==> config.mk <==
export PLATFORM = sky130hd
export DESIGN_NAME = csa_feed_top
export DESIGN_NICKNAME = d
export VERILOG_FILES = /design/src/hdl/csa_feed_pkg.sv /design/src/hdl/axil_word_port.sv /design/src/hdl/convert_32_to_40.sv /design/src/hdl/csa_feed_top.sv /design/src/hdl/word_fifo.sv
export SDC_FILE = /design/constraint.sdc
export NUM_CORES = 1
export LEC_CHECK = 0
export BUFFER_PORTS_ARGS = -buffer_cell sky130_fd_sc_hd__clkbuf_2
export CAP_MARGIN = 5
export CORE_MARGIN = 2
export CORE_UTILIZATION = 51
export DETAILED_ROUTE_END_ITERATION = 12
export GPL_TIMING_DRIVEN = 0
export PLACE_DENSITY = 0.65
export SLEW_MARGIN = 20
export SYNTH_ARGS = -nofsm -noshare
export SYNTH_HDL_FRONTEND = slang
export SYNTH_SLANG_ARGS = --single-unit
==> constraint.sdc <==
create_clock -name clk -period 14.4 [get_ports clk]
set_input_delay 1.44 -clock clk [delete_from_list [all_inputs] [get_ports clk]]
set_output_delay 1.44 -clock clk [all_outputs]
set_load 0.02 [all_outputs]
==> src/hdl/csa_feed_pkg.sv <==
package csa_feed_pkg;

	localparam int word_width      = 32;
	localparam int lane_width      = 40;
	localparam int words_per_block = 5;
	localparam int lanes_per_block = 4;

	localparam int in_fifo_depth  = 16;
	localparam int out_fifo_depth = 8;

	// Byte addresses on the 4-bit AXI4-Lite address bus.
	localparam logic [3:0] addr_data   = 4'h0;
	localparam logic [3:0] addr_status = 4'h4;

	localparam logic [1:0] resp_okay   = 2'b00;
	localparam logic [1:0] resp_slverr = 2'b10;

	// One 160-bit block, filled as host words and drained as operand lanes.
	typedef union packed {
		logic [words_per_block-1:0][word_width-1:0] words; // Word i at bits 32i up.
		logic [lanes_per_block-1:0][lane_width-1:0] lanes; // Lane k at bits 40k up.
	} block_u;

	typedef struct packed {
		logic [21:0] reserved;
		logic [4:0]  in_count;  // Words waiting in the input FIFO.
		logic [3:0]  out_count; // Lanes waiting in the output FIFO.
		logic        in_full;
	} status_t;

endpackage

==> src/hdl/axil_word_port.sv <==
`timescale 1ns/1ps

module axil_word_port (
	input  logic                                                   clk,
	input  logic                                                   rst_n,

	input  logic [3:0]                                             awaddr,
	input  logic                                                   awvalid,
	output logic                                                   awready,

	input  logic [csa_feed_pkg::word_width-1:0]                    wdata,
	input  logic [3:0]                                             wstrb,
	input  logic                                                   wvalid,
	output logic                                                   wready,

	output logic [1:0]                                             bresp,
	output logic                                                   bvalid,
	input  logic                                                   bready,

	input  logic [3:0]                                             araddr,
	input  logic                                                   arvalid,
	output logic                                                   arready,

	output logic [csa_feed_pkg::word_width-1:0]                    rdata,
	output logic [1:0]                                             rresp,
	output logic                                                   rvalid,
	input  logic                                                   rready,

	output logic                                                   in_push,
	output logic [csa_feed_pkg::word_width-1:0]                    in_data,
	input  logic                                                   in_full,
	input  logic [$clog2(csa_feed_pkg::in_fifo_depth + 1)-1:0]     in_count,
	input  logic [$clog2(csa_feed_pkg::out_fifo_depth + 1)-1:0]    out_count
);

	logic                  wr_is_data;
	logic                  wr_accept;
	logic                  rd_accept;
	csa_feed_pkg::status_t status_word;

	assign wr_is_data = (awaddr == csa_feed_pkg::addr_data);

	// Address and data are taken together, and a data write waits for FIFO room.
	assign wr_accept = awvalid && wvalid && !bvalid && (!wr_is_data || !in_full);
	assign awready   = wr_accept;
	assign wready    = wr_accept;

	// Byte strobes play no part and the whole word goes into the FIFO.
	assign in_push = wr_accept && wr_is_data;
	assign in_data = wdata;

	assign rd_accept = arvalid && !rvalid;
	assign arready   = rd_accept;

	always_comb begin
		status_word           = '0;
		status_word.in_count  = in_count;
		status_word.out_count = out_count;
		status_word.in_full   = in_full;
	end

	always_ff @(posedge clk) begin
		if (!rst_n) begin
			bvalid <= 1'b0;
		end else if (wr_accept) begin
			bvalid <= 1'b1;
		end else if (bready) begin
			bvalid <= 1'b0;
		end
	end

	always_ff @(posedge clk) begin
		if (wr_accept) begin
			bresp <= wr_is_data ? csa_feed_pkg::resp_okay : csa_feed_pkg::resp_slverr;
		end
	end

	always_ff @(posedge clk) begin
		if (!rst_n) begin
			rvalid <= 1'b0;
		end else if (rd_accept) begin
			rvalid <= 1'b1;
		end else if (rready) begin
			rvalid <= 1'b0;
		end
	end

	always_ff @(posedge clk) begin
		if (rd_accept) begin
			if (araddr == csa_feed_pkg::addr_status) begin
				rdata <= status_word;
				rresp <= csa_feed_pkg::resp_okay;
			end else begin
				rdata <= '0; // Unmapped reads return zero.
				rresp <= csa_feed_pkg::resp_slverr;
			end
		end
	end

endmodule

==> src/hdl/convert_32_to_40.sv <==
`timescale 1ns/1ps

module convert_32_to_40 (
	input  logic                                 clk,
	input  logic                                 rst_n,
	input  logic                                 in_empty,
	input  logic [csa_feed_pkg::word_width-1:0]  in_word,
	output logic                                 in_pop,
	input  logic                                 out_full,
	output logic                                 out_push,
	output logic [csa_feed_pkg::lane_width-1:0]  out_lane
);

	localparam int word_idx_width = $clog2(csa_feed_pkg::words_per_block);
	localparam int lane_idx_width = $clog2(csa_feed_pkg::lanes_per_block);

	localparam logic [word_idx_width-1:0] last_word =
		word_idx_width'(csa_feed_pkg::words_per_block - 1);
	localparam logic [lane_idx_width-1:0] last_lane =
		lane_idx_width'(csa_feed_pkg::lanes_per_block - 1);

	logic                       emit;     // Low while gathering, high while emitting.
	logic [word_idx_width-1:0]  word_idx;
	logic [lane_idx_width-1:0]  lane_idx;
	csa_feed_pkg::block_u       block;

	// One word per cycle while gathering and the input has data.
	assign in_pop = !emit && !in_empty;

	// One lane per cycle while emitting, held off by a full output FIFO.
	assign out_push = emit && !out_full;
	assign out_lane = block.lanes[lane_idx];

	always_ff @(posedge clk) begin
		if (in_pop) begin
			block.words[word_idx] <= in_word;
		end
	end

	always_ff @(posedge clk) begin
		if (!rst_n) begin
			emit     <= 1'b0;
			word_idx <= '0;
			lane_idx <= '0;
		end else if (!emit) begin
			if (in_pop) begin
				if (word_idx == last_word) begin
					word_idx <= '0;
					emit     <= 1'b1; // Block complete.
				end else begin
					word_idx <= word_idx + 1'b1;
				end
			end
		end else begin
			if (out_push) begin
				if (lane_idx == last_lane) begin
					lane_idx <= '0;
					emit     <= 1'b0; // Back to gathering.
				end else begin
					lane_idx <= lane_idx + 1'b1;
				end
			end
		end
	end

endmodule

==> src/hdl/csa_feed_top.sv <==
`timescale 1ns/1ps

module csa_feed_top (
	input  logic                                 clk,
	input  logic                                 rst_n,

	input  logic [3:0]                           awaddr,
	input  logic                                 awvalid,
	output logic                                 awready,
	input  logic [csa_feed_pkg::word_width-1:0]  wdata,
	input  logic [3:0]                           wstrb,
	input  logic                                 wvalid,
	output logic                                 wready,
	output logic [1:0]                           bresp,
	output logic                                 bvalid,
	input  logic                                 bready,
	input  logic [3:0]                           araddr,
	input  logic                                 arvalid,
	output logic                                 arready,
	output logic [csa_feed_pkg::word_width-1:0]  rdata,
	output logic [1:0]                           rresp,
	output logic                                 rvalid,
	input  logic                                 rready,

	output logic [csa_feed_pkg::lane_width-1:0]  rd_data,
	output logic                                 rd_valid,
	input  logic                                 rd_ready
);

	logic                                                  in_push;
	logic [csa_feed_pkg::word_width-1:0]                   in_data;
	logic [csa_feed_pkg::word_width-1:0]                   in_head;
	logic                                                  in_pop;
	logic                                                  in_empty;
	logic                                                  in_full;
	logic [$clog2(csa_feed_pkg::in_fifo_depth + 1)-1:0]    in_count;

	logic                                                  out_push;
	logic [csa_feed_pkg::lane_width-1:0]                   out_lane;
	logic                                                  out_empty;
	logic                                                  out_full;
	logic [$clog2(csa_feed_pkg::out_fifo_depth + 1)-1:0]   out_count;

	assign rd_valid = !out_empty;

	axil_word_port u_port (
		.clk, .rst_n,
		.awaddr, .awvalid, .awready,
		.wdata, .wstrb, .wvalid, .wready,
		.bresp, .bvalid, .bready,
		.araddr, .arvalid, .arready,
		.rdata, .rresp, .rvalid, .rready,
		.in_push, .in_data, .in_full, .in_count, .out_count
	);

	word_fifo #(
		.width (csa_feed_pkg::word_width),
		.depth (csa_feed_pkg::in_fifo_depth)
	) in_fifo (
		.clk, .rst_n,
		.push      (in_push),
		.push_data (in_data),
		.pop       (in_pop),
		.head      (in_head),
		.empty     (in_empty),
		.full      (in_full),
		.count     (in_count)
	);

	convert_32_to_40 u_convert (
		.clk, .rst_n,
		.in_empty, .in_word (in_head), .in_pop,
		.out_full, .out_push, .out_lane
	);

	word_fifo #(
		.width (csa_feed_pkg::lane_width),
		.depth (csa_feed_pkg::out_fifo_depth)
	) out_fifo (
		.clk, .rst_n,
		.push      (out_push),
		.push_data (out_lane),
		.pop       (rd_ready),
		.head      (rd_data),
		.empty     (out_empty),
		.full      (out_full),
		.count     (out_count)
	);

endmodule

==> src/hdl/word_fifo.sv <==
`timescale 1ns/1ps

module word_fifo #(
	parameter int width = 32,
	parameter int depth = 16
) (
	input  logic                         clk,
	input  logic                         rst_n,
	input  logic                         push,
	input  logic [width-1:0]             push_data,
	input  logic                         pop,
	output logic [width-1:0]             head,
	output logic                         empty,
	output logic                         full,
	output logic [$clog2(depth+1)-1:0]   count
);

	localparam int ptr_width = $clog2(depth);

	logic [width-1:0]     mem [depth];
	logic [ptr_width-1:0] wr_ptr;
	logic [ptr_width-1:0] rd_ptr;
	logic                 do_push;
	logic                 do_pop;

	assign empty = (count == '0);
	assign full  = (count == ($clog2(depth+1))'(depth));

	assign do_push = push && !full;  // Push into a full FIFO is dropped.
	assign do_pop  = pop && !empty;  // Pop of an empty FIFO is dropped.

	assign head = mem[rd_ptr]; // Show-ahead head word.

	always_ff @(posedge clk) begin
		if (do_push) begin
			mem[wr_ptr] <= push_data;
		end
	end

	always_ff @(posedge clk) begin
		if (!rst_n) begin
			wr_ptr <= '0;
			rd_ptr <= '0;
			count  <= '0;
		end else begin
			if (do_push) begin
				if (wr_ptr == ptr_width'(depth - 1)) begin
					wr_ptr <= '0;
				end else begin
					wr_ptr <= wr_ptr + 1'b1;
				end
			end
			if (do_pop) begin
				if (rd_ptr == ptr_width'(depth - 1)) begin
					rd_ptr <= '0;
				end else begin
					rd_ptr <= rd_ptr + 1'b1;
				end
			end
			case ({do_push, do_pop})
				2'b10:   count <= count + 1'b1;
				2'b01:   count <= count - 1'b1;
				default: count <= count; // Both or neither keep the level.
			endcase
		end
	end

endmodule

# Word level (Yosys, flattened, before mapping)
# Memories as Yosys holds them, arrays and structs flattened. A register that Yosys moved wholly into a read port is not among the register bits.
# Index checks and enable logic that the tools add are counted.
op_classes:
  order_cmp: 3
  mux: 32
  eq_ne: 13
  n_bitwise: 1
  reduce_logical: 30
  addsub: 10
op_table:
  columns: ["operator", "n"]
  rows:
  - ["160-bit bitwise mux", 1]
  - ["32-bit demux with 3-bit select", 1]
  - ["40-bit binary-select mux with 2-bit select", 1]
  - ["40-bit 2-to-1 mux", 1]
  - ["32-bit 2-to-1 mux", 1]
  - ["4-bit 2-to-1 mux", 4]
  - ["3-bit 2-to-1 mux", 5]
  - ["1-bit 2-to-1 mux", 13]
  - ["4-bit by 1-bit adder with 4-bit output (second input constant)", 3]
  - ["4-bit equality test (second input constant)", 3]
  - ["1-bit logical AND", 12]
  - ["5-bit case mux with 2 select lines", 1]
  - ["3-bit by 1-bit adder with 3-bit output (second input constant)", 3]
  - ["3-bit equality test (second input constant)", 3]
  - ["1-bit zero test", 8]
  - ["4-bit zero test", 2]
  - ["4-bit case mux with 2 select lines", 1]
  - ["2-bit nonzero test", 4]
  - ["2-bit equality test (second input constant)", 3]
  - ["2-bit 2-to-1 mux", 3]
  - ["5-bit by 1-bit adder with 5-bit output (second input constant)", 1]
  - ["5-bit equality test (second input constant)", 1]
  - ["5-bit zero test", 1]
  - ["5-bit by 1-bit subtractor with 5-bit output (second input constant)", 1]
  - ["other kinds (10)", 12]
word_totals:
  mem_count: 2
  mem_bits_rw: 832
  output_inout_bits: 82
  inputBits: 52
  regBits: 227
memory_table:
  columns: ["memory", "depth", "width", "read_ports", "rd_clocked_by_memory_dff", "write_ports", "line", "rtl"]
  rows:
  - ["in_fifo.mem", 16, 32, 1, 1, 1, "word_fifo.sv:20", "logic [width-1:0] mem [depth];"]
  - ["out_fifo.mem", 8, 40, 1, 1, 1, "word_fifo.sv:20", null]

# Logic depth before layout (Yosys ltp)
# Gate-level depths: netlist (run 1).
logic_depth:
  ltp_word: 8
  mapped_depth: 12
  ltp_nobuf: 11

# Hierarchy
# A second synthesis (run 1) with hierarchy kept.
unflattened:
  hier_cells: 1714
  area_unflattened_um2: 40142.2
by_module_without_submodules:
  columns: ["module", "seq_area_each_um2", "area_per_inst_um2", "instances", "cells_per_inst"]
  rows:
  - ["word_fifo at in_fifo", 15715.1, 20264.4, 1, 829]
  - ["word_fifo at out_fifo", 9869.5, 12722.2, 1, 540]
  - ["convert_32_to_40", 4924.7, 6157.2, 1, 249]
  - ["axil_word_port", 400.4, 994.7, 1, 95]
  - ["csa_feed_top", 0.0, 3.8, 1, 1]

# Worst setup path before layout (run 1)
# No wires, ideal clock.
synth_timing:
  path_type: "register -> register"
  startpoint: "reg out_fifo.count[0]"
  endpoint: "mem out_fifo.mem[0][0] (netlist bit), enable pin"
  path_slack_ps: 9146
  arrival_time_ps: 4717
  t_required_ps: 13863
  path_buffers: 2
  stages_incl_launch_ff: 6
  path_cell_list: "dfxtp_1 > or4b_1 > clkbuf_1 > nand2_1 > buf_6 > nor4_1"
synth_between:
  elab_chain_cells: 6
synth_rtl:
  columns: ["element", "line", "rtl"]
  rows:
  - ["start, declared", "word_fifo.sv:15", "output logic [$clog2(depth+1)-1:0] count"]
  - ["start signal, assigned", "word_fifo.sv:61", "2'b10: count <= count + 1'b1;"]
  - ["start signal, assigned", "word_fifo.sv:62", "2'b01: count <= count - 1'b1;"]
  - ["start signal, assigned", "word_fifo.sv:63", "default: count <= count;"]
  - ["4-bit equality test *", "word_fifo.sv:27", "assign full = (count == ($clog2(depth+1))'(depth));"]
  - ["1-bit zero test *", "convert_32_to_40.sv:31, word_fifo.sv:29", null]
  - ["1-bit logical AND", "convert_32_to_40.sv:31", "assign out_push = emit && !out_full;"]
  - ["1-bit logical AND *", "word_fifo.sv:29", "assign do_push = push && !full;"]
  - ["1-bit 2-to-1 mux *", "word_fifo.sv:35", "if (do_push) begin"]
  - ["1-bit 2-to-1 mux (not written as such) *", "word_fifo.sv:36", "mem[wr_ptr] <= push_data;"]
  - ["end, declared", "word_fifo.sv:20", null]
# Every way passes the cells marked *; elsewhere a longest branch is shown, timed or not.

==> flow_metrics.tcl, run 1 <==
set metrics [dict create \
    status "finished clean" \
    finClkSkew_ns 0.0208 \
    fin_crit_sh 0.310 \
    placed_area_um2 42600 \
    peakVddDrop_v 0.000113 \
    fin_cells 3215 \
    hold_viol_final 0 \
    dp_hpwl_um 56500 \
    htree_levels 3 \
    synth_cells 1761 \
    required_ns 12.96 \
    grt_pass1_wl_um 125000 \
    cts.path.max_buffers 3 \
    slew_headroom 0.368 \
    synth_top_area_cell "edfxtp_1" \
    die_h_um 283 \
    nets 2161 \
    yosysSeqAreaShare 0.781 \
    grt_start_max_net_pins 27 \
    drv_cap 0 \
    core_um2 77100 \
    vias_per_cell 5.78 \
    grt_overflow 0 \
    drive_above_1_share 0.337 \
    cts_made_buffers 105 \
    synth.avg_cell_area_um2 22.5 \
    cts-root-buf "clkbuf_16" \
    p_per_area_nw_per_um2 169 \
    postRouteAntennaNets 0 \
    post_cts.repair.setup_buffers 0 \
    reg2reg_from "in_fifo.count[2]$_SDFFE_PN0P_" \
    syn2layout_area_growth_pct 16.4 \
    final_max_slew_viol_count 0 \
    setup_violations 0 \
    ys.flop_type "edfxtp_1" \
    synthArstFlopShare 0 \
    ctsResizeCount 0 \
    yosysWarningCount 0 \
    port_buffers 105 \
    gp_congestion 0.727 \
    clk_pin_slew_ns 0.06 \
    critical_path_arrival_ns 3.02 \
    startpoint_type "flop" \
    synth.area.top_cells "edfxtp_1, mux4_2, dfxtp_1, a22oi_1, mux2_2" \
    clk-insertion-delay-late_ns 0.68 \
    netlist_area_um2 39600 \
    fin_area_um2 46000 \
    final_cell_mix "edfxtp_1, mux4_2, clkbuf_16" \
    cts_tree "yes" \
    drc 0 \
    r2r_slack_ns 11.10 \
    total_power_mw 7.80 \
    cts.sinks 1042 \
    regToRegEndpoint "in_fifo.count[4]$_SDFFE_PN0P_" \
    grt_pass1_vias 19600 \
    ioPinCount 134 \
    drt_wl_total_um 84900 \
    ys_types 57 \
    rsz0062_at_grt "no" \
    start_util 0.513 \
    first_pass_iters 5 \
    holdBufCountCts 0 \
    dr_total_vias 18600 \
    clock.fmax_ghz 0.224 \
    worstSetupPathType "reg2out" \
    crit_fanout 10 \
    dieArea_um2 79800 \
    cp-end-kind "primary output" \
    finalCriticalPeriod_ns 4.46 \
    worstSetupEndpoint "rd_data[22]" \
    insertedDiodeCount 0 \
    dr.first_iter.drc_count 1799 \
    antenna_found_initial 5 \
    p_leak_nw 14.8 \
    dp.cells 3022 \
    final_common_cell "edfxtp_1" \
    die_w_um 283 \
    wire_per_inst_um 26.4 \
    std_cell_rows 102 \
    reg2regPathDepth 12 \
    worst_pin_slew_ns 0.947 \
    fin_tns_setup_ns 0 \
    synth_edf_count 1004 \
    synth_seq_cells 1042 \
    synth_top_cell_area_share 0.762 \
    grtUsageTotal 0.219 \
    holdCritPathClass "reg2reg" \
]
## critical path, cell delays in order, from the launching register on
cell,delay (ns)
dfxtp_1,0.32
buf_1,0.49
clkbuf_1,0.67
mux4_2,0.42
mux2_2,0.30
clkbuf_2,0.16
## routing by layer
metal	up-vias	part of all wire	track usage
met5	-	0.00066	0
met4	8	0.020	0.0543
met3	130	0.059	0.0424
met2	562	0.53	0.387
met1	9874	0.39	0.280
li1	7999	-	-
## stage by stage
| step | hold WS (ns) | setup WS (ns) | utilization |
|---|---|---|---|
| finish | 0.493 | 9.94 | 0.597 |
| detailed placement | 0.478 | 9.78 | 0.553 |
| floorplan | 0.450 | 9.15 | - |
| global route | 0.528 | 9.80 | 0.597 |
| CTS | 0.490 | 9.87 | 0.597 |
| global placement | 0.465 | 5.12 | 0.538 |
## synthesized netlist by cell type, drive strengths merged, types with 3 or more instances
| cell | number |
|---|---|
| a21boi | 8 |
| a21o | 3 |
| a21oi | 10 |
| a22oi | 64 |
| a31oi | 3 |
| and2 | 12 |
| buf | 64 |
| clkbuf | 49 |
| dfxtp | 38 |
| edfxtp | 1004 |
| ha | 19 |
| inv | 14 |
| mux2 | 40 |
| mux2i | 7 |
| mux4 | 248 |
| nand2 | 64 |
| nand2b | 9 |
| nand3 | 8 |
| nand4b | 4 |
| nor2 | 27 |
| nor2b | 7 |
| nor3 | 8 |
| nor4 | 9 |
| o21ai | 8 |
| or3 | 4 |
| xnor2 | 3 |
## kinds of logic (layout without fill, tap and decap cells)
kind of cell	count (synthesis)	in the layout	share of synthesized area
buffers and inverters	128	519	0.0159
AOI/OAI and AO/OA	105	105	0.0194
adders and majority gates	20	20	0.00651
DFF	1042	1042	0.781
and+or+nand+nor	165	165	0.0214
muxes	295	295	0.154
other	1	24	0.0000948
xor gates and xnor gates	5	5	0.00111
## how the worst min path moves through the flow
stage	endpoint	slack, ns	cells past startpoint	start
final	u_port.rvalid$_SDFFE_PN0P_	0.49	1	u_port.rvalid$_SDFFE_PN0P_
after global routing	flop	0.53	2	in_fifo.rd_ptr[1]$_SDFFE_PN0N_
after CTS	u_port.rvalid$_SDFFE_PN0P_	0.49	1	u_port.rvalid$_SDFFE_PN0P_
after detailed placement	u_port.rvalid$_SDFFE_PN0P_	0.48	1	u_port.rvalid$_SDFFE_PN0P_
after global placement	out_fifo.rd_ptr[1]$_SDFFE_PN0P_	0.46	2	out_fifo.rd_ptr[1]$_SDFFE_PN0P_
after floorplan	flop	0.45	2	out_fifo.rd_ptr[1]$_SDFFE_PN0P_
## state kept, by name, indices dropped and copies added (netlist names), 2 cells and up, named ones only
register,count
in_fifo.mem,512
out_fifo.mem,320
u_convert.block,160
u_port.rdata,10
in_fifo.count,5
in_fifo.rd_ptr,4
in_fifo.wr_ptr,4
out_fifo.count,4
out_fifo.rd_ptr,3
out_fifo.wr_ptr,3
u_convert.word_idx,3
u_convert.lane_idx,2
## cell type report
class                   count  area, um2
repair buffers            198       1460
flip-flops and latches   1042      30900
clock buffers             125       2720
well taps                1040       1300
fillers                  5503      31000
clock inverters            68        716
inverters                  15       56.3
plain buffers             113        574
multi-input cells         614       8300
## report_power, final
| part | internal (mW) | switching (mW) | total (mW) |
|---|---|---|---|
| registers | 3.71 | 0.0525 | 3.77 |
| clock network | 1.55 | 1.12 | 2.68 |
| logic | 0.515 | 0.836 | 1.35 |
Power figures use the tool's default switching activity.
==> run 2: changes to the inputs <==
--- a/config.mk
+++ b/config.mk
@@ -11,7 +11,7 @@
 export CORE_UTILIZATION = 51
 export DETAILED_ROUTE_END_ITERATION = 12
 export GPL_TIMING_DRIVEN = 0
-export PLACE_DENSITY = 0.65
+export PLACE_DENSITY = 0.67
 export SLEW_MARGIN = 20
 export SYNTH_ARGS = -nofsm -noshare
 export SYNTH_HDL_FRONTEND = slang
==> constraint.sdc (replaced) <==
create_clock -name clk -period 4 [get_ports clk]
set_input_delay 0.4 -clock clk [delete_from_list [all_inputs] [get_ports clk]]
set_output_delay 0.4 -clock clk [all_outputs]
set_load 0.02 [all_outputs]
==> run 2 against run 1 <==
Clock skew shrank 0.0034 ns. Clock power grew to 3.4 times the previous value. Total power grew to 3.5 times the previous value. Global-route usage grew 0.082 points. Flip-flop and latch count is the same. Critical path type unchanged. Critical endpoint is now rd_data[35]. Sequential share of layout area is essentially flat. Routed wire length grew 0.36%.
==> flow_metrics.tcl, run 2 (synthesis results as in run 1) <==
set metrics [dict create \
    drt_wl_total_um 85200 \
    cts_made_buffers 103 \
    vias_per_cell 5.82 \
    core_um2 77100 \
    antenna_found_initial 6 \
    first_pass_iters 7 \
    port_buffers 105 \
    ioPinCount 134 \
    grt_pass1_vias 19400 \
    grtUsageTotal 0.220 \
    crit_fanout 10 \
    start_util 0.513 \
    grt_overflow 0 \
    final_cell_mix "edfxtp_1, mux4_2, clkbuf_2" \
    worstSetupPathType "reg2out" \
    drc 0 \
    fin_cells 3192 \
    die_h_um 283 \
    gp_congestion 0.739 \
    dp.cells 3005 \
    critical_path_arrival_ns 3.04 \
    htree_levels 3 \
    largest_register_ffs 512 \
    setup_violations 0 \
    final_common_cell "edfxtp_1" \
    fin_area_um2 46000 \
    cts_tree "yes" \
    p_leak_nw 14.7 \
    post-route-util 0.597 \
    dr.first_iter.drc_count 1560 \
    clk_pin_slew_ns 0.06 \
    cts-root-buf "clkbuf_16" \
    wire_per_inst_um 26.7 \
    peakVddDrop_v 0.000386 \
    cts.sinks 1042 \
    grt_start_max_net_pins 22 \
    finClkSkew_ns 0.0175 \
    slew_headroom 0.303 \
    m1WireLength_um 32200 \
    grt_pass1_wl_um 126000 \
    startpoint_type "flop" \
    dr_total_vias 18600 \
    die_w_um 283 \
    final_max_slew_viol_count 0 \
    wl_met3_um 5450 \
    holdCritPathClass "in2reg" \
    fillers 5433 \
    worst_pin_slew_ns 1.04 \
    syn2layout_area_growth_pct 16.3 \
    fin_tns_setup_ns 0 \
    nets 2145 \
    drv_cap 0 \
    required_ns 3.60 \
    post_cts.repair.setup_buffers 0 \
    finalCriticalPeriod_ns 3.44 \
    clock.fmax_ghz 0.291 \
    r2r_slack_ns 0.73 \
    met2_length_um 45300 \
    status "finished clean" \
    fin_crit_sh 0.860 \
    placed_area_um2 42800 \
    dp_hpwl_um 56600 \
    highest_layer "met5" \
    clk-insertion-delay-late_ns 0.66 \
    drive_above_1_share 0.325 \
    cts.path.max_buffers 3 \
    postRouteAntennaNets 0 \
    cp-end-kind "primary output" \
    dieArea_um2 79800 \
    hold_viol_final 0 \
    insertedDiodeCount 0 \
    regMostFlops "in_fifo.mem" \
    rsz0062_at_grt "no" \
    p_per_area_nw_per_um2 598 \
    std_cell_rows 102 \
]
run 2: changes by cell type in the layout (fill, tap and decap cells not counted), moves of 5 or more:
| cell | delta |
|---|---|
| buf_2 | -12 |
| nor3_4 | +8 |
| buf_6 | -8 |
| buf_8 | +22 |
| clkinvlp_4 | -8 |
| buf_4 | -25 |
| clkbuf_1 | +8 |
| buf_16 | +9 |
| bufinv_16 | -5 |
| nor3_2 | -8 |
run 2: layout make-up:
class / instances / area (um2) / area share
Inverter: 15 / 56.3 / 0.00122
Timing Repair Buffer: 184 / 1670 / 0.0362
Tap cell: 1040 / 1300 / 0.0283
Clock inverter: 53 / 464 / 0.0101
Clock buffer: 131 / 2690 / 0.0585
Sequential cell: 1042 / 30900 / 0.672
Multi-Input combinational cell: 614 / 8360 / 0.182
Buffer: 113 / 574 / 0.0125
run 2: report_power, final:
group          internal (mW)  switching, mW  leakage [nW]  total [mW]
clock                   5.14           3.89          1.55        9.04
sequential              13.4          0.194          9.38        13.6
combinational           1.88           3.02          3.73        4.90
total                   20.4           7.11          14.7        27.5
run 2: worst max-delay path: stages (launching register included):
cell	delay, ns
dfxtp_1	0.32
buf_1	0.49
clkbuf_1	0.67
mux4_2	0.41
mux2_2	0.32
clkbuf_2	0.17
run 2: worst paths after layout:
| kind | from | to | depth (start not counted) |
|---|---|---|---|
| worst max register to register | in_fifo.count[2]$_SDFFE_PN0P_ | in_fifo.count[4]$_SDFFE_PN0P_ | 12 |
| worst min register to register | out_fifo.rd_ptr[1]$_SDFFE_PN0P_ | flop | 2 |
| worst min-delay path | rd_ready | flop | 3 |
| worst max-delay path | flop | rd_data[35] | 5 |
run 2: per-layer routing:
| layer | vias to the layer above | GRT usage |
|---|---|---|
| li1 | 7979 | - |
| met1 | 9835 | 0.276 |
| met2 | 605 | 0.388 |
| met3 | 154 | 0.0469 |
| met4 | 12 | 0.0613 |
| met5 | - | 0 |
run 2: through the flow:
stage / hold slack (ns) / setup WS [ns] / power (mW)
final: 0.0496 / 0.560 / 27.5
after global routing: 0.0417 / 0.450 / 28.5
after CTS: 0.0123 / 0.484 / 27.7
after detailed placement: 0.487 / 0.442 / 18.7
after global placement: 0.469 / -3.13 / 18.3
after floorplan: 0.450 / -0.473 / 16.9
run 2: repair_timing:
action	in CTS	in global routing
hold endpoints to repair	2	0
hold buffers	3	0
resized for setup	0	0
